## config.mk

```make
export PLATFORM = sky130hd
export DESIGN_NAME = memAccess
export DESIGN_NICKNAME = d
export VERILOG_FILES = /design/src/common/cpuPkg.sv /design/src/hw/memAccess.sv
export SDC_FILE = /design/constraint.sdc
export NUM_CORES = 1
export LEC_CHECK = 0
export ABC_CLOCK_PERIOD_IN_PS = 2550
export BUFFER_PORTS_ARGS = -buffer_cell sky130_fd_sc_hd__clkbuf_2
export CAP_MARGIN = 20
export CORE_AREA = 10 10 165 167
export CTS_CLUSTER_SIZE = 10
export DETAILED_ROUTE_END_ITERATION = 8
export DIE_AREA = 0 0 175 177
export PLACE_DENSITY_LB_ADDON = 0.15
export SYNTH_ARGS = -nofsm -noshare
export SYNTH_HDL_FRONTEND = slang
export SYNTH_SLANG_ARGS = --single-unit
```

## constraint.sdc

```tcl
create_clock -name clk -period 2.55 [get_ports clk]
set_clock_uncertainty 0.2 [all_clocks]
set_input_delay 0.1275 -clock clk [delete_from_list [all_inputs] [get_ports clk]]
set_output_delay 0.1275 -clock clk [all_outputs]
set_load 0.1 [all_outputs]
```

## src/tb/cpu_program.hex

```
// One instruction word per line, the first at 0x3000
// word      address  assembly
3c011234 // 3000 lui  r1, 0x1234
34025678 // 3004 ori  r2, r0, 0x5678
00221821 // 3008 addu r3, r1, r2
00622023 // 300c subu r4, r3, r2
342500ff // 3010 ori  r5, r1, 0x00ff
ac030000 // 3014 sw   r3, 0x00(r0)
ac040004 // 3018 sw   r4, 0x04(r0)
ac050008 // 301c sw   r5, 0x08(r0)
8c060100 // 3020 lw   r6, 0x100(r0)
00c23821 // 3024 addu r7, r6, r2
ac07000c // 3028 sw   r7, 0x0c(r0)
8c080104 // 302c lw   r8, 0x104(r0)
ac080010 // 3030 sw   r8, 0x10(r0)
11060002 // 3034 beq  r8, r6, 0x3040
ac010014 // 3038 sw   r1, 0x14(r0)
ac020018 // 303c sw   r2, 0x18(r0)
10630002 // 3040 beq  r3, r3, 0x304c
ac05001c // 3044 sw   r5, 0x1c(r0)
ac010020 // 3048 sw   r1, 0x20(r0)
08000c16 // 304c j    0x3058
ac070024 // 3050 sw   r7, 0x24(r0)
ac020028 // 3054 sw   r2, 0x28(r0)
08000c16 // 3058 j    0x3058
00000000 // 305c nop
```

## src/common/cpuPkg.sv

```systemverilog
`default_nettype none

package cpuPkg;

	////////////////// Memory map //////////////////
	localparam logic [31:0] ResetPc = 32'h0000_3000;
	localparam int RomDepth = 1024;
	localparam int RomAddrBits = $clog2(RomDepth);
	localparam string ProgramFile = "/design/src/tb/cpu_program.hex";

	////////////////// Encodings ///////////////////
	localparam logic [5:0] OpSpecial = 6'h00;
	localparam logic [5:0] OpJ = 6'h02;
	localparam logic [5:0] OpBeq = 6'h04;
	localparam logic [5:0] OpOri = 6'h0d;
	localparam logic [5:0] OpLui = 6'h0f;
	localparam logic [5:0] OpLw = 6'h23;
	localparam logic [5:0] OpSw = 6'h2b;
	localparam logic [5:0] FunctAddu = 6'h21;
	localparam logic [5:0] FunctSubu = 6'h23;

	// Stages left before an operand is consumed
	localparam logic [1:0] TuseBranch = 2'd0;
	localparam logic [1:0] TuseAlu = 2'd1;
	localparam logic [1:0] TuseStore = 2'd2;
	localparam logic [1:0] TuseNone = 2'd3; // Operand not read

	// Stages left before a result exists, counted in EX
	localparam logic [1:0] TnewLoad = 2'd2;
	localparam logic [1:0] TnewAlu = 2'd1;
	localparam logic [1:0] TnewReady = 2'd0;

	typedef enum logic [3:0] {
		KindNop,
		KindAddu,
		KindSubu,
		KindOri,
		KindLui,
		KindLw,
		KindSw,
		KindBeq,
		KindJ
	} instrKind_e;

	typedef enum logic [1:0] {
		FwdReg,   // Register file or own stage register
		FwdIdEx,
		FwdExMem,
		FwdMemWb
	} fwdSel_e;

	///////////////// Pipeline data ////////////////
	typedef struct packed {
		logic [4:0] rAddr0;
		logic [1:0] tuse0;
		logic [4:0] rAddr1;
		logic [1:0] tuse1;
		logic [4:0] wAddr;
		logic [1:0] tnew;
	} hazInfo_t;

	typedef struct packed {
		logic [31:0] instr;
		logic [31:0] pc;
	} ifId_t;

	typedef struct packed {
		instrKind_e kind;
		hazInfo_t haz;
		logic [31:0] rsVal;
		logic [31:0] rtVal;
		logic [31:0] imm;
		logic [31:0] pc;
		logic [31:0] knownResult; // lui value or link address
	} idEx_t;

	typedef struct packed {
		instrKind_e kind;
		hazInfo_t haz;
		logic [31:0] aluResult;
		logic [31:0] storeData;
		logic [31:0] pc;
	} exMem_t;

	typedef struct packed {
		instrKind_e kind;
		logic [4:0] wAddr;
		logic [31:0] aluResult;
		logic [31:0] loadData;
		logic [31:0] pc;
	} memWb_t;

	// Value written back to the register file
	function automatic logic [31:0] wbValueOf(input memWb_t w);
		return (w.kind == KindLw) ? w.loadData : w.aluResult;
	endfunction

endpackage

`default_nettype wire

```

## src/hw/memAccess.sv

```systemverilog
`timescale 1ns/10ps
`default_nettype none

module memAccess import cpuPkg::*; (
	input wire clk,
	input wire reset,
	input exMem_t exMem,
	input fwdSel_e fwdStore,
	input wire [31:0] wbValue,
	input wire [31:0] PrRD,
	output hazInfo_t memHaz,
	output logic [31:2] PrAddr,
	output logic [31:0] PrWD,
	output logic PrWE,
	output logic [31:0] CurAddr,
	output memWb_t memWb,
	output logic [31:0] wbData
);

	logic [31:0] storeData;

	assign memHaz = exMem.haz;

	/////////////////// Processor bus //////////////////
	assign storeData = (fwdStore == FwdMemWb) ? wbValue : exMem.storeData;
	assign PrAddr = exMem.aluResult[31:2];
	assign PrWD = storeData;
	assign PrWE = (exMem.kind == KindSw); // One cycle per store
	assign CurAddr = exMem.pc;

	// Load data sampled at the end of the bus cycle
	always_ff @(posedge clk) begin
		if (reset) begin
			memWb.kind <= KindNop;
			memWb.wAddr <= 5'd0;
		end else begin
			memWb <= '{kind: exMem.kind, wAddr: exMem.haz.wAddr,
				aluResult: exMem.aluResult, loadData: PrRD, pc: exMem.pc};
		end
	end

	assign wbData = wbValueOf(memWb);

endmodule

`default_nettype wire

```

## Word-level counts from Yosys, hierarchy flattened

Index checks and enable logic that the tools add are counted.

- Bits in registers: 105
- Logic and storage cells: 10

- Eq/ne operators: 3
- Multiplexer cells: 2

Operator list:

| kind | number |
|---|---|
| $mux 32 | 2 |
| $eq 4x3->1 const B | 2 |
| $eq 2x2->1 const B | 1 |

## Depth between registers and ports, before layout

- Word-level depth: 2
- Depth in mapped cells: 4

## Least setup slack after synthesis

OpenSTA, ideal clock, no wires.

- Path kind: input port to output port
- Start: input port exMem[120] in the netlist's numbering
- End: output port PrWE
- Arrival: 3,041 ps
- Required time: 2,223 ps
- Slack: -818 ps
- Stages: 1
- Path buffers: 0
- Cells stage by stage: nor4bb_1

- Cells in the longest elaborated chain, start to end: 1

RTL lines:

| element | RTL line | source |
|---|---|---|
| start: declaration | memAccess.sv:7 | `input exMem_t exMem,` |
| $eq 4x3->1 | memAccess.sv:28 | `assign PrWE = (exMem.kind == KindSw);` |
| end: declaration | memAccess.sv:14 | `output logic PrWE,` |

No other way between the ends.

## Worst setup path after layout

- Start: register memWb[103] in the netlist's numbering
- End: output port wbData[14]

- Cells in the longest elaborated chain, start to end: 2

RTL lines:

| element | RTL line | source |
|---|---|---|
| start: declaration | memAccess.sv:16 | `output memWb_t memWb,` |
| start signal: assignment | memAccess.sv:37 | `memWb <= '{kind: exMem.kind, wAddr: exMem.haz.wAddr,` |
| $eq 4x3->1 | cpuPkg.sv:95 | `return (w.kind == KindLw) ? w.loadData : w.aluResult;` |
| $mux 32 | cpuPkg.sv:95 |  |
| end: declaration | memAccess.sv:17 | `output logic [31:0] wbData` |

No other way between the ends.

==> impl_results.rst <==
.. list-table::
   :header-rows: 1

   * - Metric
     - Value
   * - Post-DR wirelength/cell
     - 18.2 microns
   * - Global-route usage over all layers
     - a little under an eighth
   * - Synth top area cells
     - edfxtp_1 (62%), buf_4 (13%), mux2_4 (9.6%)
   * - Die width
     - around 180 microns
   * - Run status
     - completed
   * - Number of unique standard cell types used by synthesis
     - 11
   * - Hold violation count in the final report
     - 0
   * - Max Slew Vio Count
     - 0
   * - Nets in the synthesized netlist
     - 461
   * - TritonCTS clock tree
     - yes
   * - Antenna violations before repair
     - 0
   * - Combinational group share of total power
     - between 40 and 50%
   * - Via density per instance
     - around 3.7
   * - Number of placement rows
     - 57
   * - Post-Synthesis Cell Area
     - 4690 sq um
   * - Depth of the critical timing path with buffers and inverters included
     - 4
   * - Maximum fanout along the worst path
     - 31
   * - Port bufs
     - around 410
   * - Antenna cells
     - 0
   * - Final GP Congestion
     - 0.779
   * - Power share of the sequential group
     - 33.5%
   * - Post-Route WL
     - around 19,000 microns
   * - Crit path cell chain
     - nor4bb_4, buf_12, mux2_4, clkbuf_2
   * - CTS Buffer Depth
     - 2
   * - Setup Crit Path Kind
     - register to output pin
   * - Total number of nets in the final design
     - 910
   * - Post-synthesis instance total
     - around 270
   * - Clock sink count
     - 105
   * - Flip-flop count of the largest register after layout
     - between 100 and 150
   * - Global-route wire length before repair
     - approximately 27,000 microns
   * - Number of H-tree levels
     - 3
   * - Number of synthesized flops with an enable pin
     - 96
   * - Top cell type by total area after synthesis
     - edfxtp_1
   * - Clock network fraction of design power
     - a little over a fifth
   * - Top-level port count
     - around 440
   * - Post-Synthesis Mean Instance Area
     - 17.2 sq um
   * - Hold Slack
     - 55.0 ps
   * - Cell Int Power
     - 3250 uW
   * - Prevailing post-synth register cell
     - edfxtp_1
   * - CP max-delay cell
     - nor4bb_4
   * - Critical Path AT
     - between 2000 and 2500 ps
   * - Total Die Area
     - about 31,000 sq um
   * - Share of post-route cells with drive strength above 1
     - between 60 and 70%
   * - Power density normalized to cell area
     - approximately 770 nW/um^2
   * - Time the worst path needs with I/O delays and setup
     - roughly 2400 ps
   * - Worst hold path class
     - input port to output pin
   * - DRC viols
     - 0
   * - Setup TNS after final layout
     - 0 ps
   * - DIE HEIGHT
     - around 180 microns
   * - TritonRoute pass-1 iters
     - 3
   * - GRT overflow
     - 0
   * - Hold Path Origin
     - exMem[96]
   * - Max_cap viols
     - 0
   * - Largest stage delay, worst path
     - between 300 and 400 ps
   * - Largest registers ranked by flip-flop count
     - memWb x105
   * - Total half-perimeter wirelength after legalization and detailed placement
     - between 15,000 and 20,000 microns
   * - Number of warnings issued by yosys
     - 0
   * - Highest clock frequency the design can meet
     - 0.412 GHz
   * - Detailed-route via count
     - just under 4,000
   * - Part of the Yosys area used for sequential elements
     - approximately 65%
   * - Transition at the pin with the smallest max-transition slack
     - 613 ps
   * - Area growth from synthesis to layout
     - 72.9%
   * - Unrepaired setup endpoints after global routing
     - false
   * - Static leakage
     - ~0.0038 uW
   * - Data required time at the worst endpoint
     - between 2000 and 2500 ps
   * - Maximum number of pins on one net before global-route repair
     - 64
   * - Area of the multi-input gates
     - about 930 sq um
   * - Top cell type's share of synthesized area
     - 61.5%
   * - Initial Util
     - ~20%
   * - Number of fill cells in the layout
     - roughly 2,400
   * - Most numerous cell in the Yosys netlist
     - edfxtp_1
   * - Inserted Clock Buffers
     - 9
   * - Clock-pin slew on the worst setup and hold paths
     - about 80 ps
   * - Share of the cycle needed by the critical path after routing
     - roughly 95%
   * - Post-synthesis sequential element count
     - ~110
   * - Largest register by flop count
     - memWb
   * - # Post-CTS Setup Buffers
     - 0
   * - Launching element type of the critical path
     - register
   * - Capturing element type of the critical path
     - output pin
   * - Switch share
     - between 40 and 50%
   * - Kind of cell adding the most delay to the critical path
     - buffers and inverters
   * - Initial DRC Count
     - roughly 110
   * - Vias in the first global route
     - 4,509
   * - Worst vdd ir
     - ~270 uV
   * - Final Setup Violations
     - 0
   * - Standard cell core area
     - 24,000 sq um
   * - Combined buffer and inverter count along the critical path
     - 2
   * - Power dissipated by switching net loads
     - around 3000 uW
   * - Max transition margin
     - around three fifths
   * - CTS root buffer
     - clkbuf_16
   * - Cell types with the highest counts after synthesis
     - edfxtp_1 (96), buf_4 (84), mux2_2 (34)
   * - Number of instances resized during post-cts repair
     - 0
   * - Reg area
     - about 3100 sq um
   * - Number of routed nets with antenna violations
     - 0
   * - CP Launch Point
     - memWb[103]
   * - Share of flip-flops with an asynchronous set or reset
     - 0%
   * - Capturing element of the worst setup path
     - wbData[14]
metal layers:
layer,vias to the layer above,part of all wire (%),GRT usage [%]
li1,1803,-,-
met1,1779,35,11.1
met2,264,53,21.7
met3,27,10,4.80
met4,0,1.9,4.45
met5,-,0,0
repair_timing:
item / CTS / global route
hold buffers: 114 / 0
endpoints found under the hold margin: 105 / 0
setup endpoints to repair: 0 / 0
cell usage in the layout, fill, tap and decap left out:
cell type / n
nor4bb_2: 1
nand2_1: 1
nor2b_1: 9
nor4bb_4: 1
clkinv_4: 2
buf_12: 12
clkbuf_8: 1
mux2_4: 30
mux2_2: 34
clkbuf_2: 398
dlygate4sd3_1: 114
buf_4: 4
clkbuf_16: 9
inv_8: 1
edfxtp_1: 96
dfxtp_1: 9
inv_6: 1
clkinvlp_4: 2
clkinv_2: 1
power groups by stage:
| stage | clock network, uW | logic, uW | registers [uW] |
|---|---|---|---|
| after floorplan | 0 | 1420 | 3060 |
| after global placement | 0 | 2680 | 2130 |
| after detailed placement | 0 | 2670 | 2130 |
| after CTS | 1430 | 2820 | 2090 |
| after global routing | 1490 | 2870 | 2110 |
| final | 1350 | 2800 | 2090 |
worst min-delay path by stage:
stage                      end  slack, ps  cells past startpoint
floorplan           memWb[100]       -0.9                      1
global placement    memHaz[11]         60                      0
detailed placement  memHaz[11]         60                      0
CTS                 memHaz[11]         60                      0
global route         memHaz[0]         60                      0
finish               memHaz[0]         60                      0
per-stage QoR:
stage | worst slack [ps] | utilization (%) | std cells | total power (uW) | instance area (sq um)
after CTS | 76.3 | 33.8 | 1050 | 6340 | 8100
final | 122 | 33.8 | 1050 | 6240 | 8100
after global routing | 22.9 | 33.8 | 1050 | 6470 | 8100
after global placement | 545 | 27.8 | 920 | 4800 | 6670
after detailed placement | 491 | 27.8 | 920 | 4800 | 6670
after floorplan | 150 | - | 272 | 4480 | 4700
cell type report:
cell class | instances | share of cell area, %
multi-input cells | 76 | 11.5
clock inverters | 6 | 0.618
flip-flops and latches | 105 | 37.8
well taps | 324 | 5.00
clock buffers | 10 | 2.95
inverters | 1 | 0.0926
repair buffers | 528 | 42.0
kinds of logic (layout without fill, tap and decap cells):
logic type | after synthesis | in the layout | share of synthesized area (%)
AND/OR/NAND/NOR | 12 | 12 | 1.71
multiplexers | 64 | 64 | 17.8
flip-flops | 105 | 105 | 65.4
buffers and inverters | 91 | 545 | 15.1
No activity file was read; power rests on OpenSTA's default activity.
