File: src/tb/cpu_program.hex
// One instruction word per line, the first at 0x3000
// word      address  assembly
3c011234 // 3000 lui  r1, 0x1234
34025678 // 3004 ori  r2, r0, 0x5678
00221821 // 3008 addu r3, r1, r2
00622023 // 300c subu r4, r3, r2
342500ff // 3010 ori  r5, r1, 0x00ff
ac030000 // 3014 sw   r3, 0x00(r0)
ac040004 // 3018 sw   r4, 0x04(r0)
ac050008 // 301c sw   r5, 0x08(r0)
8c060100 // 3020 lw   r6, 0x100(r0)
00c23821 // 3024 addu r7, r6, r2
ac07000c // 3028 sw   r7, 0x0c(r0)
8c080104 // 302c lw   r8, 0x104(r0)
ac080010 // 3030 sw   r8, 0x10(r0)
11060002 // 3034 beq  r8, r6, 0x3040
ac010014 // 3038 sw   r1, 0x14(r0)
ac020018 // 303c sw   r2, 0x18(r0)
10630002 // 3040 beq  r3, r3, 0x304c
ac05001c // 3044 sw   r5, 0x1c(r0)
ac010020 // 3048 sw   r1, 0x20(r0)
08000c16 // 304c j    0x3058
ac070024 // 3050 sw   r7, 0x24(r0)
ac020028 // 3054 sw   r2, 0x28(r0)
08000c16 // 3058 j    0x3058
00000000 // 305c nop
File: src/common/cpuPkg.sv
`default_nettype none

package cpuPkg;

	////////////////// Memory map //////////////////
	localparam logic [31:0] ResetPc = 32'h0000_3000;
	localparam int RomDepth = 1024;
	localparam int RomAddrBits = $clog2(RomDepth);
	localparam string ProgramFile = "/design/src/tb/cpu_program.hex";

	////////////////// Encodings ///////////////////
	localparam logic [5:0] OpSpecial = 6'h00;
	localparam logic [5:0] OpJ = 6'h02;
	localparam logic [5:0] OpBeq = 6'h04;
	localparam logic [5:0] OpOri = 6'h0d;
	localparam logic [5:0] OpLui = 6'h0f;
	localparam logic [5:0] OpLw = 6'h23;
	localparam logic [5:0] OpSw = 6'h2b;
	localparam logic [5:0] FunctAddu = 6'h21;
	localparam logic [5:0] FunctSubu = 6'h23;

	// Stages left before an operand is consumed
	localparam logic [1:0] TuseBranch = 2'd0;
	localparam logic [1:0] TuseAlu = 2'd1;
	localparam logic [1:0] TuseStore = 2'd2;
	localparam logic [1:0] TuseNone = 2'd3; // Operand not read

	// Stages left before a result exists, counted in EX
	localparam logic [1:0] TnewLoad = 2'd2;
	localparam logic [1:0] TnewAlu = 2'd1;
	localparam logic [1:0] TnewReady = 2'd0;

	typedef enum logic [3:0] {
		KindNop,
		KindAddu,
		KindSubu,
		KindOri,
		KindLui,
		KindLw,
		KindSw,
		KindBeq,
		KindJ
	} instrKind_e;

	typedef enum logic [1:0] {
		FwdReg,   // Register file or own stage register
		FwdIdEx,
		FwdExMem,
		FwdMemWb
	} fwdSel_e;

	///////////////// Pipeline data ////////////////
	typedef struct packed {
		logic [4:0] rAddr0;
		logic [1:0] tuse0;
		logic [4:0] rAddr1;
		logic [1:0] tuse1;
		logic [4:0] wAddr;
		logic [1:0] tnew;
	} hazInfo_t;

	typedef struct packed {
		logic [31:0] instr;
		logic [31:0] pc;
	} ifId_t;

	typedef struct packed {
		instrKind_e kind;
		hazInfo_t haz;
		logic [31:0] rsVal;
		logic [31:0] rtVal;
		logic [31:0] imm;
		logic [31:0] pc;
		logic [31:0] knownResult; // lui value or link address
	} idEx_t;

	typedef struct packed {
		instrKind_e kind;
		hazInfo_t haz;
		logic [31:0] aluResult;
		logic [31:0] storeData;
		logic [31:0] pc;
	} exMem_t;

	typedef struct packed {
		instrKind_e kind;
		logic [4:0] wAddr;
		logic [31:0] aluResult;
		logic [31:0] loadData;
		logic [31:0] pc;
	} memWb_t;

	// Value written back to the register file
	function automatic logic [31:0] wbValueOf(input memWb_t w);
		return (w.kind == KindLw) ? w.loadData : w.aluResult;
	endfunction

endpackage

`default_nettype wire

File: src/hw/execute.sv
`timescale 1ns/10ps
`default_nettype none

module execute import cpuPkg::*; (
	input wire clk,
	input wire reset,
	input idEx_t idEx,
	input fwdSel_e fwdA,
	input fwdSel_e fwdB,
	input wire [31:0] fwdFromMem,
	input wire [31:0] fwdFromWb,
	output hazInfo_t exHaz,
	output logic [31:0] exResult,
	output exMem_t exMem
);

	logic [31:0] aluA;
	logic [31:0] aluB;
	logic [31:0] aluOut;
	hazInfo_t nextHaz;

	assign exHaz = idEx.haz;
	assign exResult = idEx.knownResult; // Only valid when Tnew is zero

	////////////// Operand forwarding //////////////
	always_comb begin
		case (fwdA)
			FwdExMem: aluA = fwdFromMem;
			FwdMemWb: aluA = fwdFromWb;
			default: aluA = idEx.rsVal;
		endcase
		case (fwdB)
			FwdExMem: aluB = fwdFromMem;
			FwdMemWb: aluB = fwdFromWb;
			default: aluB = idEx.rtVal;
		endcase
	end

	/////////////////////// ALU ////////////////////
	always_comb begin
		case (idEx.kind)
			KindAddu: aluOut = aluA + aluB;
			KindSubu: aluOut = aluA - aluB;
			KindOri: aluOut = aluA | idEx.imm;
			KindLw, KindSw: aluOut = aluA + idEx.imm; // Address
			KindLui: aluOut = idEx.knownResult;
			default: aluOut = 32'd0;
		endcase
	end

	// One stage closer to the result
	always_comb begin
		nextHaz = idEx.haz;
		if (idEx.haz.tnew != TnewReady)
			nextHaz.tnew = idEx.haz.tnew - 2'd1;
	end

	always_ff @(posedge clk) begin
		if (reset) begin
			exMem.kind <= KindNop;
			exMem.haz <= '0;
		end else begin
			exMem <= '{kind: idEx.kind, haz: nextHaz, aluResult: aluOut, storeData: aluB,
				pc: idEx.pc};
		end
	end

endmodule

`default_nettype wire

File: config.mk
export PLATFORM = sky130hd
export DESIGN_NAME = execute
export DESIGN_NICKNAME = d
export VERILOG_FILES = /design/src/common/cpuPkg.sv /design/src/hw/execute.sv
export SDC_FILE = /design/constraint.sdc
export NUM_CORES = 1
export LEC_CHECK = 0
export ABC_AREA = 1
export BUFFER_PORTS_ARGS = -buffer_cell sky130_fd_sc_hd__buf_2
export CAP_MARGIN = 20
export CORE_AREA = 2 2 169 171
export DETAILED_ROUTE_END_ITERATION = 10
export DIE_AREA = 0 0 171 173
export SLEW_MARGIN = 20
export SYNTH_ARGS = -nofsm -noshare
export SYNTH_HDL_FRONTEND = slang
export SYNTH_SLANG_ARGS = --single-unit
File: constraint.sdc
create_clock -name clk -period 4.5 [get_ports clk]
set_clock_uncertainty 0.15 [all_clocks]
set_input_delay 0.45 -clock clk [delete_from_list [all_inputs] [get_ports clk]]
set_output_delay 0.45 -clock clk [all_outputs]
set_load 0.05 [all_outputs]
==> After elaboration in Yosys (flattened, before gate mapping) <==
Cells that the tools add are included.
{ "totals": {"regBits": 121, "out_inout_bits": 174, "inputBits": 255} }
{ "classes": {"addsub": 4, "bitwise_logic": 1, "n_eq_ne": 10, "reduce_logical": 2, "mux": 4} }
{ "op_table": {"columns": ["cell", "count"], "rows": [
  ["$pmux 32 s5", 1],
  ["$pmux 32 s2", 2],
  ["$add 32x32->32", 2],
  ["$or 32x32->32", 1],
  ["$sub 32x32->32", 1],
  ["$eq 4x3->1 const B", 3],
  ["$eq 2x2->1 const B", 4],
  ["$eq 4x2->1 const B", 2],
  ["$eq 4x1->1 const B", 1],
  ["$mux 2", 1],
  ["$reduce_bool 2->1", 1],
  ["$reduce_or 2->1", 1],
  ["$sub 2x1->2 const B", 1]
]} }

==> Logic depth before layout (Yosys ltp) <==
{ "depth": {"word_depth": 4, "ltp_mapped": 31, "ltp_nobuf": 29} }

==> Worst setup path after synthesis <==
Ideal clock, no wire load.
{ "synth_path": {"path_kind": "input to register", "start": "in idEx[181] in the netlist's numbering", "end": "reg exMem[84] in the netlist's numbering, data pin", "setup_time_ns": 0.258, "path_slack_ns": 0.668, "t_arrival_ns": 3.424, "path_stages": 18, "path_cell_list": "nor4_2 -> nor2_1 -> inv_2 -> clkbuf_1 -> o211ai_1 -> ha_1 -> nand2_1 -> o21a_1 -> o21ai_0 -> inv_1 -> o21bai_1 -> nand2_1 -> nand2_1 -> inv_1 -> o21ai_0 -> a21oi_1 -> o21ai_0 -> nand2_1"} }
{ "synth_between": {"elab_chain_len": 3, "elab_cells_between_ends": 8} }
{ "synth_rtl": {"columns": ["element", "line_no", "rtl"], "rows": [
  ["from (decl)", "execute.sv:7", "input idEx_t idEx,"],
  ["$eq 4x3->1", "execute.sv:41", "case (idEx.kind)"],
  ["$reduce_or 2->1", "execute.sv:41", null],
  ["$pmux 32 s5 *", "execute.sv:41", null],
  ["net aluOut[20]", "execute.sv:19", "logic [31:0] aluOut;"],
  ["to (signal assigned)", "execute.sv:63", "exMem <= '{kind: idEx.kind, haz: nextHaz, aluResult: aluOut, storeData: aluB,"],
  ["to (decl)", "execute.sv:14", "output exMem_t exMem"]
]} }
The timed path passes the listed nets; every way through them passes the cells marked *.
A chain may end at the register's enable or synchronous reset.

==> Worst setup path in the final report <==
{ "layout_path": {"start": "in fwdB[1]", "end": "reg exMem[89] in the netlist's numbering, data pin"} }
{ "layout_between": {"elab_chain_len": 4, "elab_cells_between_ends": 6} }
{ "layout_rtl": {"columns": ["element", "line_no", "rtl"], "rows": [
  ["from (decl)", "execute.sv:9", "input fwdSel_e fwdB,"],
  ["$eq 2x2->1", "execute.sv:32", "case (fwdB)"],
  ["$pmux 32 s2 *", "execute.sv:32", null],
  ["$sub 32x32->32 or $add 32x32->32 (tied branches)", "execute.sv:43, execute.sv:42", null],
  ["$pmux 32 s5 *", "execute.sv:41", null],
  ["net aluOut[25]", "execute.sv:19", null]
]} }
Marks and branches as above.

==> run_results.csv <==
group,metric,value,unit
sta,fmax,0.243,GHz
status,status,"finished, final reports clean",
logic_synthesis,yosysWarnings,0,
logic_synthesis,syn_nets,1559,
drt,drcViolationCount,0,
layout,drive_gt1_share,33.8,%
clock_network,post_cts_buffers,0,
run,maxCapViolCount,0,
logic_synthesis,synth_edf_count,96,
layout,fill_cells,2943,
pwr,ir_drop,0.258,mV
drt,wl_per_cell,19.2,microns
floorplan,dieHeight,173,microns
sta,final-max-slew-violation-count,0,
placement,gp_congestion,0.944,
sta,finalHoldViolCount,0,
drt,vias_per_cell,5.00,
placement,hpwlAfterDp,33700,microns
logic_synthesis,synth_seq_cells,121,
global_route,grt_max_degree,36,
worst_setup_path,arrival,4110,ps
global_route,antenna_found_initial,5,
layout,final_cells,2066,
layout,regMostFlops,"exMem",
global_route,grt_use_total,26.2,%
floorplan,start_util,33.3,%
logic_synthesis,synthCells,1271,
clock_network,htree_levels,4,
placement,place_ws,-175,ps
floorplan,dieWidth,171,microns
worst_setup_path,critPathRequiredTime,4500,ps
sta,period_share,91.4,%
worst_setup_path,endpoint_kind,"flop",
sta,max_slew_margin,45.5,%
sta,layout_min_cycle_time,4110,ps
layout,reg.largest.list,"exMem: 121 flops",
drt,num_vias,10327,
global_route,grt_pass1_wl,58700,microns
logic_synthesis,ys.flop_type,"edfxtp_1",
clock_network,cts_hold_buf,0,
sta,setup_violations,0,
layout,area_growth,32.7,%
logic_synthesis,synth_area_per_cell,7.23,sq um
worst_setup_path,cp-start-kind,"input pin",
clock_network,cts_inserted_buffers,17,
floorplan,die_area,29600,sq um
worst_setup_path,timing_worst_setup_path_type,"input pin to flop",
clock_network,cts_resized,0,
global_route,grt_overflow_total,0,
clock_network,root_buffer,"clkbuf_16",
worst_hold_path,hold_path.class,"input pin to flop",
drt,drt_wl_total,39700,microns
floorplan,ios,429,
drt,ant_nets,0,
layout,multiInputGateArea,4610,sq um
placement,dp_cells,2031,
clock_network,cts_sinks,121,
layout,fin_nets,1960,
logic_synthesis,ys_types,45,
placement,io_buffers,428,
drt,initialDrtViolationCount,836,
pwr,p_per_area,373,nW/um^2
logic_synthesis,seq_area_frac_synth,36.8,%
floorplan,rows,61,
sta,setup_tns,0,ps
drt,dr.pass1.iters,5,
global_route,grt_pass1_vias,10222,
layout,seqCellArea,3380,sq um
sta,setup_slack,387,ps
clock_network,clkSlewWorstSetupHoldPaths,60,ps
worst_setup_path,path_max_fanout,9,
sta,rsz0062_at_grt,"false",
clock_network,cts_max_path_buffers,2,
layout,largest_reg_flops,121,
sta,worstMarginPinSlew,817,ps
logic_synthesis,synthesis.area,9190,sq um
logic_synthesis,synthArstFlopShare,0,%
clock_network,cts_tree,"done",
floorplan,core,27600,sq um
pwr,p_leak,6.06,nW
stage by stage:
step                instance area, sq um  total power, W  hold WS [ps]  utilization, %
floorplan                           9190         0.00259           372               -
global placement                   11600         0.00315           477            41.9
detailed placement                 11600         0.00314           478            41.9
CTS                                12200         0.00456          35.6            44.1
global route                       12200         0.00477          32.4            44.1
finish                             12200         0.00454          53.3            44.1
cell usage in the layout (no fill, tap or decap), types with 11 or more instances in the layout:
cell       synthesis  final
a31oi_1           14     14
clkbuf_16          0     17
edfxtp_1          96     96
nor2_2            24     24
nor2_1           143    143
o22ai_1           30     30
ha_1              32     32
or2_2             11     11
nand3_1          111    111
a22oi_1           16     16
o21ai_0           77     77
nand2_1          256    256
a21oi_1           80     80
inv_1            156    155
dfxtp_1           25     25
buf_2              4    428
buf_4             56     49
o211ai_1          13     13
cells by family (layout without fill, tap and decap cells):
group,count (synthesis),after routing,synth area share (%)
AO/OA/AOI/OAI,272,272,17.4
XOR/XNOR,5,5,0.476
adder cells (fa/ha/maj),33,33,4.57
buffers and inverters,260,674,13.3
flip-flops,121,121,36.8
other,0,3,0
AND/OR/NAND/NOR,580,580,27.5
layer usage:
layer	vias up	share of wire, %	global-route usage [%]
li1	5043	-	-
met1	4717	43	33.8
met2	524	48	44.9
met3	41	7.2	4.51
met4	2	2.0	7.20
met5	-	0.040	0
cells in the mapped netlist (25+ instances only):
library cell	instances	area, sq um
nand2_1	256	961
inv_1	156	586
nor2_1	143	537
nand3_1	111	556
edfxtp_1	96	2880
a21oi_1	80	400
o21ai_0	77	385
buf_4	56	420
ha_1	32	400
clkbuf_1	31	116
o22ai_1	30	188
dfxtp_1	25	500
layout make-up:
cell class	instances	area share [%]
clock buffer	17	3.49
clock inverter	15	1.35
inverter	165	5.10
antenna	3	0.0616
sequential	121	27.7
tap	378	3.88
multi-input combinational	890	37.8
timing repair buffer	477	20.6
final timing paths:
path	from	end	slack (ps)	depth (start not counted)
hold / removal	idEx[39]	exMem[7]	50	1
setup / recovery	fwdB[1]	exMem[89]	390	21
critical path, stage by stage:
cell and delay, ps:
buf_2 150, buf_4 180, nand3_1 90, nand2_1 90, nor2_2 200, ha_1 250, nand3_2 140, nor2_1 190
nand4_1 220, nor2_1 180, nand2_1 150, nor3_1 170, o21ai_1 100, ha_1 360, a21oi_1 280, nor2_1 70
nor2_1 190, o2111ai_1 210, or2_2 310, nand3_1 60, nand3_1 60
where the power goes:
group          leakage, nW  switching (W)  internal (W)
clock                0.285       0.000575      0.000827
combinational         4.63        0.00127      0.000514
sequential            1.14      0.0000279       0.00133
total                 6.06        0.00187       0.00267
Note: power is estimated with default switching activity, not from simulation.
