### config.mk
export PLATFORM = sky130hd
export DESIGN_NAME = stallUnit
export DESIGN_NICKNAME = d
export VERILOG_FILES = /design/src/common/cpuPkg.sv /design/src/hw/hazard/stallUnit.sv
export SDC_FILE = /design/constraint.sdc
export NUM_CORES = 1
export LEC_CHECK = 0
export ABC_AREA = 1
export BUFFER_PORTS_ARGS = -buffer_cell sky130_fd_sc_hd__buf_2
export CAP_MARGIN = 20
export CORE_MARGIN = 3
export CORE_UTILIZATION = 36
export DETAILED_ROUTE_END_ITERATION = 12
export PLACE_DENSITY = 0.84
export SLEW_MARGIN = 20
export SYNTH_ARGS = -nofsm -noshare
export SYNTH_HDL_FRONTEND = slang
export SYNTH_SLANG_ARGS = --single-unit
### constraint.sdc
create_clock -name vclk -period 1.55
set_input_delay 0.31 -clock vclk [all_inputs]
set_output_delay 0.31 -clock vclk [all_outputs]
set_load 0.01 [all_outputs]
### src/tb/cpu_program.hex
// One instruction word per line, the first at 0x3000
// word      address  assembly
3c011234 // 3000 lui  r1, 0x1234
34025678 // 3004 ori  r2, r0, 0x5678
00221821 // 3008 addu r3, r1, r2
00622023 // 300c subu r4, r3, r2
342500ff // 3010 ori  r5, r1, 0x00ff
ac030000 // 3014 sw   r3, 0x00(r0)
ac040004 // 3018 sw   r4, 0x04(r0)
ac050008 // 301c sw   r5, 0x08(r0)
8c060100 // 3020 lw   r6, 0x100(r0)
00c23821 // 3024 addu r7, r6, r2
ac07000c // 3028 sw   r7, 0x0c(r0)
8c080104 // 302c lw   r8, 0x104(r0)
ac080010 // 3030 sw   r8, 0x10(r0)
11060002 // 3034 beq  r8, r6, 0x3040
ac010014 // 3038 sw   r1, 0x14(r0)
ac020018 // 303c sw   r2, 0x18(r0)
10630002 // 3040 beq  r3, r3, 0x304c
ac05001c // 3044 sw   r5, 0x1c(r0)
ac010020 // 3048 sw   r1, 0x20(r0)
08000c16 // 304c j    0x3058
ac070024 // 3050 sw   r7, 0x24(r0)
ac020028 // 3054 sw   r2, 0x28(r0)
08000c16 // 3058 j    0x3058
00000000 // 305c nop
### src/common/cpuPkg.sv
`default_nettype none

package cpuPkg;

	////////////////// Memory map //////////////////
	localparam logic [31:0] ResetPc = 32'h0000_3000;
	localparam int RomDepth = 1024;
	localparam int RomAddrBits = $clog2(RomDepth);
	localparam string ProgramFile = "/design/src/tb/cpu_program.hex";

	////////////////// Encodings ///////////////////
	localparam logic [5:0] OpSpecial = 6'h00;
	localparam logic [5:0] OpJ = 6'h02;
	localparam logic [5:0] OpBeq = 6'h04;
	localparam logic [5:0] OpOri = 6'h0d;
	localparam logic [5:0] OpLui = 6'h0f;
	localparam logic [5:0] OpLw = 6'h23;
	localparam logic [5:0] OpSw = 6'h2b;
	localparam logic [5:0] FunctAddu = 6'h21;
	localparam logic [5:0] FunctSubu = 6'h23;

	// Stages left before an operand is consumed
	localparam logic [1:0] TuseBranch = 2'd0;
	localparam logic [1:0] TuseAlu = 2'd1;
	localparam logic [1:0] TuseStore = 2'd2;
	localparam logic [1:0] TuseNone = 2'd3; // Operand not read

	// Stages left before a result exists, counted in EX
	localparam logic [1:0] TnewLoad = 2'd2;
	localparam logic [1:0] TnewAlu = 2'd1;
	localparam logic [1:0] TnewReady = 2'd0;

	typedef enum logic [3:0] {
		KindNop,
		KindAddu,
		KindSubu,
		KindOri,
		KindLui,
		KindLw,
		KindSw,
		KindBeq,
		KindJ
	} instrKind_e;

	typedef enum logic [1:0] {
		FwdReg,   // Register file or own stage register
		FwdIdEx,
		FwdExMem,
		FwdMemWb
	} fwdSel_e;

	///////////////// Pipeline data ////////////////
	typedef struct packed {
		logic [4:0] rAddr0;
		logic [1:0] tuse0;
		logic [4:0] rAddr1;
		logic [1:0] tuse1;
		logic [4:0] wAddr;
		logic [1:0] tnew;
	} hazInfo_t;

	typedef struct packed {
		logic [31:0] instr;
		logic [31:0] pc;
	} ifId_t;

	typedef struct packed {
		instrKind_e kind;
		hazInfo_t haz;
		logic [31:0] rsVal;
		logic [31:0] rtVal;
		logic [31:0] imm;
		logic [31:0] pc;
		logic [31:0] knownResult; // lui value or link address
	} idEx_t;

	typedef struct packed {
		instrKind_e kind;
		hazInfo_t haz;
		logic [31:0] aluResult;
		logic [31:0] storeData;
		logic [31:0] pc;
	} exMem_t;

	typedef struct packed {
		instrKind_e kind;
		logic [4:0] wAddr;
		logic [31:0] aluResult;
		logic [31:0] loadData;
		logic [31:0] pc;
	} memWb_t;

	// Value written back to the register file
	function automatic logic [31:0] wbValueOf(input memWb_t w);
		return (w.kind == KindLw) ? w.loadData : w.aluResult;
	endfunction

endpackage

`default_nettype wire

### src/hw/hazard/stallUnit.sv
`timescale 1ns/10ps
`default_nettype none

module stallUnit import cpuPkg::*; (
	input hazInfo_t idHaz,
	input hazInfo_t exHaz,
	input hazInfo_t memHaz,
	output logic stall
);

	// Producer result arrives later than the consumer needs it
	function automatic logic tooLate(
		input logic [4:0] rAddr,
		input logic [1:0] tuse,
		input hazInfo_t producer
	);
		return (rAddr != 5'd0) && (rAddr == producer.wAddr) && (producer.tnew > tuse);
	endfunction

	assign stall = tooLate(idHaz.rAddr0, idHaz.tuse0, exHaz)
		|| tooLate(idHaz.rAddr1, idHaz.tuse1, exHaz)
		|| tooLate(idHaz.rAddr0, idHaz.tuse0, memHaz)
		|| tooLate(idHaz.rAddr1, idHaz.tuse1, memHaz);

endmodule

`default_nettype wire

Word level (Yosys, flattened, before mapping)
Index checks and enable logic that the tools add are counted.
{"block": "op_classes", "magnitude_cmp": 4, "n_eq_ne": 4, "n_reduce_logical": 13}
{"cell": "5-bit == test", "count": 4}
{"cell": "5-bit nonzero test", "count": 2}
{"cell": "2-bit > comparator", "count": 4}
{"cell": "1-bit logical AND", "count": 8}
{"cell": "1-bit logical OR", "count": 3}
{"block": "word_totals", "register_bits": 0, "in_bits": 63, "output_inout_bits": 1, "wordCells": 21}

Longest topological paths before layout
Gate-level depths: netlist (run 1).
{"block": "logic_depth", "ltp_word": 6, "depth_mapped": 9, "mapped_depth_nobuf": 9}

Worst setup path before layout (run 1)
Ideal clock, no wire load.
{"block": "synth_timing", "kind": "input-to-output", "startpoint": "in idHaz[8] in the netlist's numbering", "endpoint": "out stall", "arrival_time_ns": 1.095, "required_ns": 1.240, "setup_slack_ns": 0.145, "path_stages": 9, "n_path_buf": 0, "cell_sequence": "inv_1 -> ha_1 -> nand2_1 -> nand3_1 -> nor2_2 -> nand3_1 -> nand2_1 -> nand2_1 -> nand2_1"}
{"block": "synth_between", "elab_chain_cells": 5, "elab_cells_between_ends": 7, "cone_classes": "order compare (2); reduce/logical (5)"}
{"item": "start, declared", "line_no": "stallUnit.sv:5", "rtl": "input hazInfo_t idHaz,"}
{"item": "2-bit > comparator", "line_no": "stallUnit.sv:17", "rtl": "return (rAddr != 5'd0) && (rAddr == producer.wAddr) && (producer.tnew > tuse);"}
{"item": "1-bit logical AND", "line_no": "stallUnit.sv:17"}
{"item": "1-bit logical OR", "line_no": "stallUnit.sv:21", "rtl": "|| tooLate(idHaz.rAddr1, idHaz.tuse1, exHaz)"}
{"item": "1-bit logical OR", "line_no": "stallUnit.sv:22", "rtl": "|| tooLate(idHaz.rAddr0, idHaz.tuse0, memHaz)"}
{"item": "1-bit logical OR (*)", "line_no": "stallUnit.sv:23", "rtl": "|| tooLate(idHaz.rAddr1, idHaz.tuse1, memHaz);"}
{"item": "end, declared", "line_no": "stallUnit.sv:8", "rtl": "output logic stall"}
Every way passes the cells marked *; elsewhere a longest branch is shown, timed or not.

Worst setup path in the final report (run 1)
Same ends and word-level chain as after synthesis.

==> run_results.csv, run 1 <==
group,metric,value,unit
sta,period_needed,1640,ps
grt,grtUsageTotal,20.4,%
detailed_routing,drcViolationCount,0,
setup_path,critPathCaptureType,"output port",
cells_and_area,fillerInstances,125,
detailed_routing,drtIter0Drc,15,
detailed_routing,drt_wl_total,2050,um
yosys,postSynthAreaPerCell,4.71,um^2
placed_design,placedInstanceArea,729,um^2
yosys,yosys.area.top_type,"nand2_1",
placed_design,gp_congestion,0.832,
power,leakage,0.555,nW
die,die_height,45.6,um
cells_and_area,clkbuf_count,0,
grt,antenna_found_initial,0,
setup_path,path_cells,"buf_6 -> inv_6 -> ha_4 -> nand2_2 -> nand3_2 -> nor2_1 -> nand3_1 -> nand2_2 -> nand2_1 -> nand2_1 -> buf_2",
setup_path,path_delay_family,"simple AND/OR/NAND/NOR gates",
yosys,ys_seq_area_share,0,%
sta,drv_slew,0,
setup_path,cpPeakStageDelay,200,ps
cells_and_area,regArea,0,um^2
grt,grt_max_degree,5,
sta,hold_ws,1090,ps
cells_and_area,fin_area,966,um^2
run_status,violations,"negative setup slack",
setup_path,worst_path_max_delay_cell,"ha_4",
yosys,synth_cell_types,10,
detailed_routing,via_per_inst,5.00,
grt,grt_pass1_vias,740,
power,vdd_drop_max,0.160,mV
sta,max_freq,0.611,GHz
setup_path,critPathMaxFanout,2,
setup_path,cp_num_buf_inv,3,
power,power_density,283,mW/mm^2
cells_and_area,nets,222,
clock_network,post_cts_buffers,0,
detailed_routing,ant_nets,0,
placed_design,place_hpwl,1360,um
die,rows,13,
setup_path,critical_path.startpoint_type,"input pin",
grt,met2_usage,40.9,%
sta,fin_ws,-86.6,ps
yosys,ys_warn_count,0,
cells_and_area,diodes,0,
detailed_routing,dr.pass1.iters,4,
run,cap_violations,0,
setup_path,worstPathRequired,1240,ps
yosys,synth_area,566,um^2
cells_and_area,fin_util,69.9,%
yosys,yosysMostFrequentCell,"nand2_1",
grt,grt_overflow,0,
detailed_routing,wl_per_cell,12.5,um
yosys,synthDominantCellAreaShare,35.2,%
die,die-area,0.00208,mm^2
sta,hold_viol_final,0,
die,io_pins,64,
min_path,worstHoldStart,"idHaz[10]",
run_status,status,"finished with violations",
sta,fin_setup_tns,-86.6,ps
grt,grtUsageMet3,1.58,%
min_path,hp-class,"input pin to output port",
cells_and_area,seq_cell_count,0,
die,start_util,40.9,%
grt,grt_pass1_wl,3100,um
grt,top_usage_layer,"met2",
clock_network,hold_buffers,0,
die,core-area,0.00138,mm^2
yosys,synth_area_leaders,"nand2_1, ha_1, inv_1",
detailed_routing,vias,820,
sta,max_slew_margin,86.1,%
sta,timing.final.crit_share,106,%
sta,tightest_slew,207,ps
sta,setup_violations,1,
setup_path,worstSetupStartpoint,"idHaz[8]",
placed_design,portBuffers,29,
yosys,synth.top_cells.by_count,"nand2_1, inv_1, nand3_1, nor2_1, ha_1",
cells_and_area,multiInputGateArea,624,um^2
placed_design,pre_cts_slack,-140,ps
die,die_x,45.6,um
yosys,synth_fp_nets,191,
grt,use_met1,22.6,%
setup_path,cp_data_arrival_time,1330,ps
sta,rsz0062_at_grt,"yes",
setup_path,path_class,"input pin to output port",
yosys,syn_inst,120,
cells_and_area,syn_to_final_growth,70.8,%
cells_and_area,final_layout_size_suffix_gt1_share,43.6,%
worst paths after layout:
check / slack, ps / depth (start not counted) / end
max: -90 / 11 / stall
min: 1090 / 6 / stall
where the power goes:
part | switching (W) | internal [W]
registers | 0 | 0
clock network | 0 | 0
logic | 0.000147 | 0.000126
total | 0.000147 | 0.000126
per-layer routing:
metal,part of all wire (%),wire length [um]
met5,0,0
met3,5.1,104
met1,38,772
met2,55,1120
met4,2.5,51
kinds of logic after synthesis:
group	synth area share, %
AOI/OAI and AO/OA	3.54
xor gates and xnor gates	6.19
and+or+nand+nor	54.6
adders and majority gates	17.7
buffers and inverters	17.9
per-stage QoR:
stage / instances / power (W)
after floorplan: 120 / 0.000105
after global placement: 164 / 0.000175
after detailed placement: 164 / 0.000181
after CTS: 164 / 0.000234
after global routing: 164 / 0.000302
final: 164 / 0.000273
cell type report:
cell class	count	area share (%)
Tap cell	15	1.94
Timing Repair Buffer	29	20.6
Multi-Input combinational cell	93	64.6
Inverter	27	12.8
repair_timing:
item,CTS,global route
pin swaps,19,9
gates resized for setup,33,18
endpoints found under the setup margin,1,1
cells in the final DEF (no fill, tap or decap):
master	count
a21oi_1	2
a21oi_2	2
buf_2	21
buf_6	7
buf_8	1
ha_4	8
inv_1	18
inv_2	5
inv_6	3
inv_8	1
nand2_1	47
nand2_2	6
nand3_1	4
nand3_2	6
nor2_1	7
nor2_2	5
nor3_1	2
xor2_1	4
Note: power is estimated with default switching activity, not from simulation.
==> inputs of run 2 (changes only) <==
==> constraint.sdc (replaced) <==
create_clock -name vclk -period 1.7
set_input_delay 0.34 -clock vclk [all_inputs]
set_output_delay 0.34 -clock vclk [all_outputs]
set_load 0.01 [all_outputs]
==> run_results.csv, run 2 (synthesized netlist as in run 1, its figures left out) <==
group,metric,value,unit
cells_and_area,final_layout_size_suffix_gt1_share,36.2,%
detailed_routing,drcViolationCount,0,
sta,max_freq,0.560,GHz
setup_path,critPathMaxFanout,2,
cells_and_area,seq_cell_count,0,
run,cap_violations,0,
sta,fin_ws,-86.3,ps
setup_path,critPathCaptureType,"output port",
grt,top_usage_layer,"met2",
grt,antenna_found_initial,0,
grt,grt_pass1_wl,2530,um
setup_path,cp_data_arrival_time,1450,ps
sta,period_needed,1790,ps
grt,grt_overflow,0,
detailed_routing,dr.pass1.iters,4,
min_path,hp-class,"input pin to output port",
cells_and_area,syn_to_final_growth,57.5,%
cells_and_area,diodes,0,
sta,fin_setup_tns,-86.3,ps
setup_path,worstPathRequired,1360,ps
cells_and_area,final_cell_mix,"nand2_1, buf_2, inv_1, nor2_1, ha_4",
run_status,status,"finished with violations",
die,die_x,45.6,um
min_path,worstHoldStart,"idHaz[10]",
sta,rsz0062_at_grt,"yes",
cells_and_area,regArea,0,um^2
sta,timing.final.crit_share,105,%
cells_and_area,final_common_cell,"nand2_1",
cells_and_area,clkbuf_count,0,
sta,max_slew_margin,85.3,%
detailed_routing,via_per_inst,5.01,
min_path,worstHoldEndpoint,"stall",
power,vdd_drop_max,0.128,mV
die,core-area,0.00138,mm^2
detailed_routing,drt_wl_total,2090,um
grt,met2_usage,30.9,%
placed_design,place_hpwl,1360,um
sta,drv_slew,0,
placed_design,gp_congestion,0.832,
run_status,violations,"negative setup slack",
sta,hold_ws,1140,ps
setup_path,critical_path.startpoint_type,"input pin",
grt,grt_pass1_vias,657,
sta,tightest_slew,219,ps
detailed_routing,wl_per_cell,12.7,um
setup_path,path_class,"input pin to output port",
power,power_density,253,mW/mm^2
power,leakage,0.541,nW
die,rows,13,
die,die-area,0.00208,mm^2
die,io_pins,64,
min_path,hold_depth,6,
sta,hold_viol_final,0,
grt,grtUsageTotal,15.9,%
grt,grtUsageMet3,0,%
detailed_routing,vias,822,
placed_design,portBuffers,29,
clock_network,post_cts_buffers,0,
die,die_height,45.6,um
cells_and_area,nets,222,
detailed_routing,drtIter0Drc,27,
grt,grt_max_degree,5,
detailed_routing,ant_nets,0,
cells_and_area,fin_util,64.4,%
die,start_util,40.9,%
sta,setup_violations,1,
grt,use_met1,20.5,%
run 2: cell counts in the layout (fill, tap and decap cells not counted):
Identical to the previous run, type by type.
run 2: stage by stage:
stage          power [W]  std cells  area [um^2]  setup slack, ps
3_3_place_gp    0.000160        164          729            -10.1
4_1_cts         0.000176        164          767             3.81
5_1_grt         0.000253        164          891             -207
3_5_place_dp    0.000165        164          729            -49.5
2_1_floorplan  0.0000960        120          566              235
6_report        0.000226        164          891            -86.3
run 2: worst max-delay path: stages:
cell     delay (ps)
buf_2           140
ha_4            250
nand2_2          60
nand3_2          50
nor2_1          140
nand3_1         120
nand2_1         100
nand2_1          50
nand2_1          60
buf_2           120
run 2: cell type report:
class	instances	area [um^2]
multi-input combinational	93	587
fill	135	492
timing repair buffer	29	169
inverter	27	116
tap	15	18.8
run 2: worst max-delay path by stage:
stage,from,end,cells past startpoint
2_1_floorplan,idHaz[8],stall,9
3_3_place_gp,idHaz[15],stall,11
3_5_place_dp,idHaz[8],stall,11
4_1_cts,exHaz[0],stall,11
5_1_grt,memHaz[0],stall,11
6_report,idHaz[14],stall,10
run 2: per-layer routing:
layer | wire [um] | vias up | share of wire, %
li1 | - | 419 | -
met1 | 757 | 357 | 36
met2 | 1120 | 36 | 53
met3 | 136 | 10 | 6.5
met4 | 77 | 0 | 3.7
met5 | 0 | - | 0
run 2: power by group:
group / internal (W) / switching (W) / leakage, nW
clock: 0 / 0 / 0
combinational: 0.000101 / 0.000125 / 0.541
sequential: 0 / 0 / 0
total: 0.000101 / 0.000125 / 0.541
run 2: repair_timing:
item                                    in CTS  in global routing
pin swaps                                    4                 19
hold buffers                                 0                  0
gates cloned                                 0                  0
endpoints found under the setup margin       1                  1
resized for setup                            6                 24
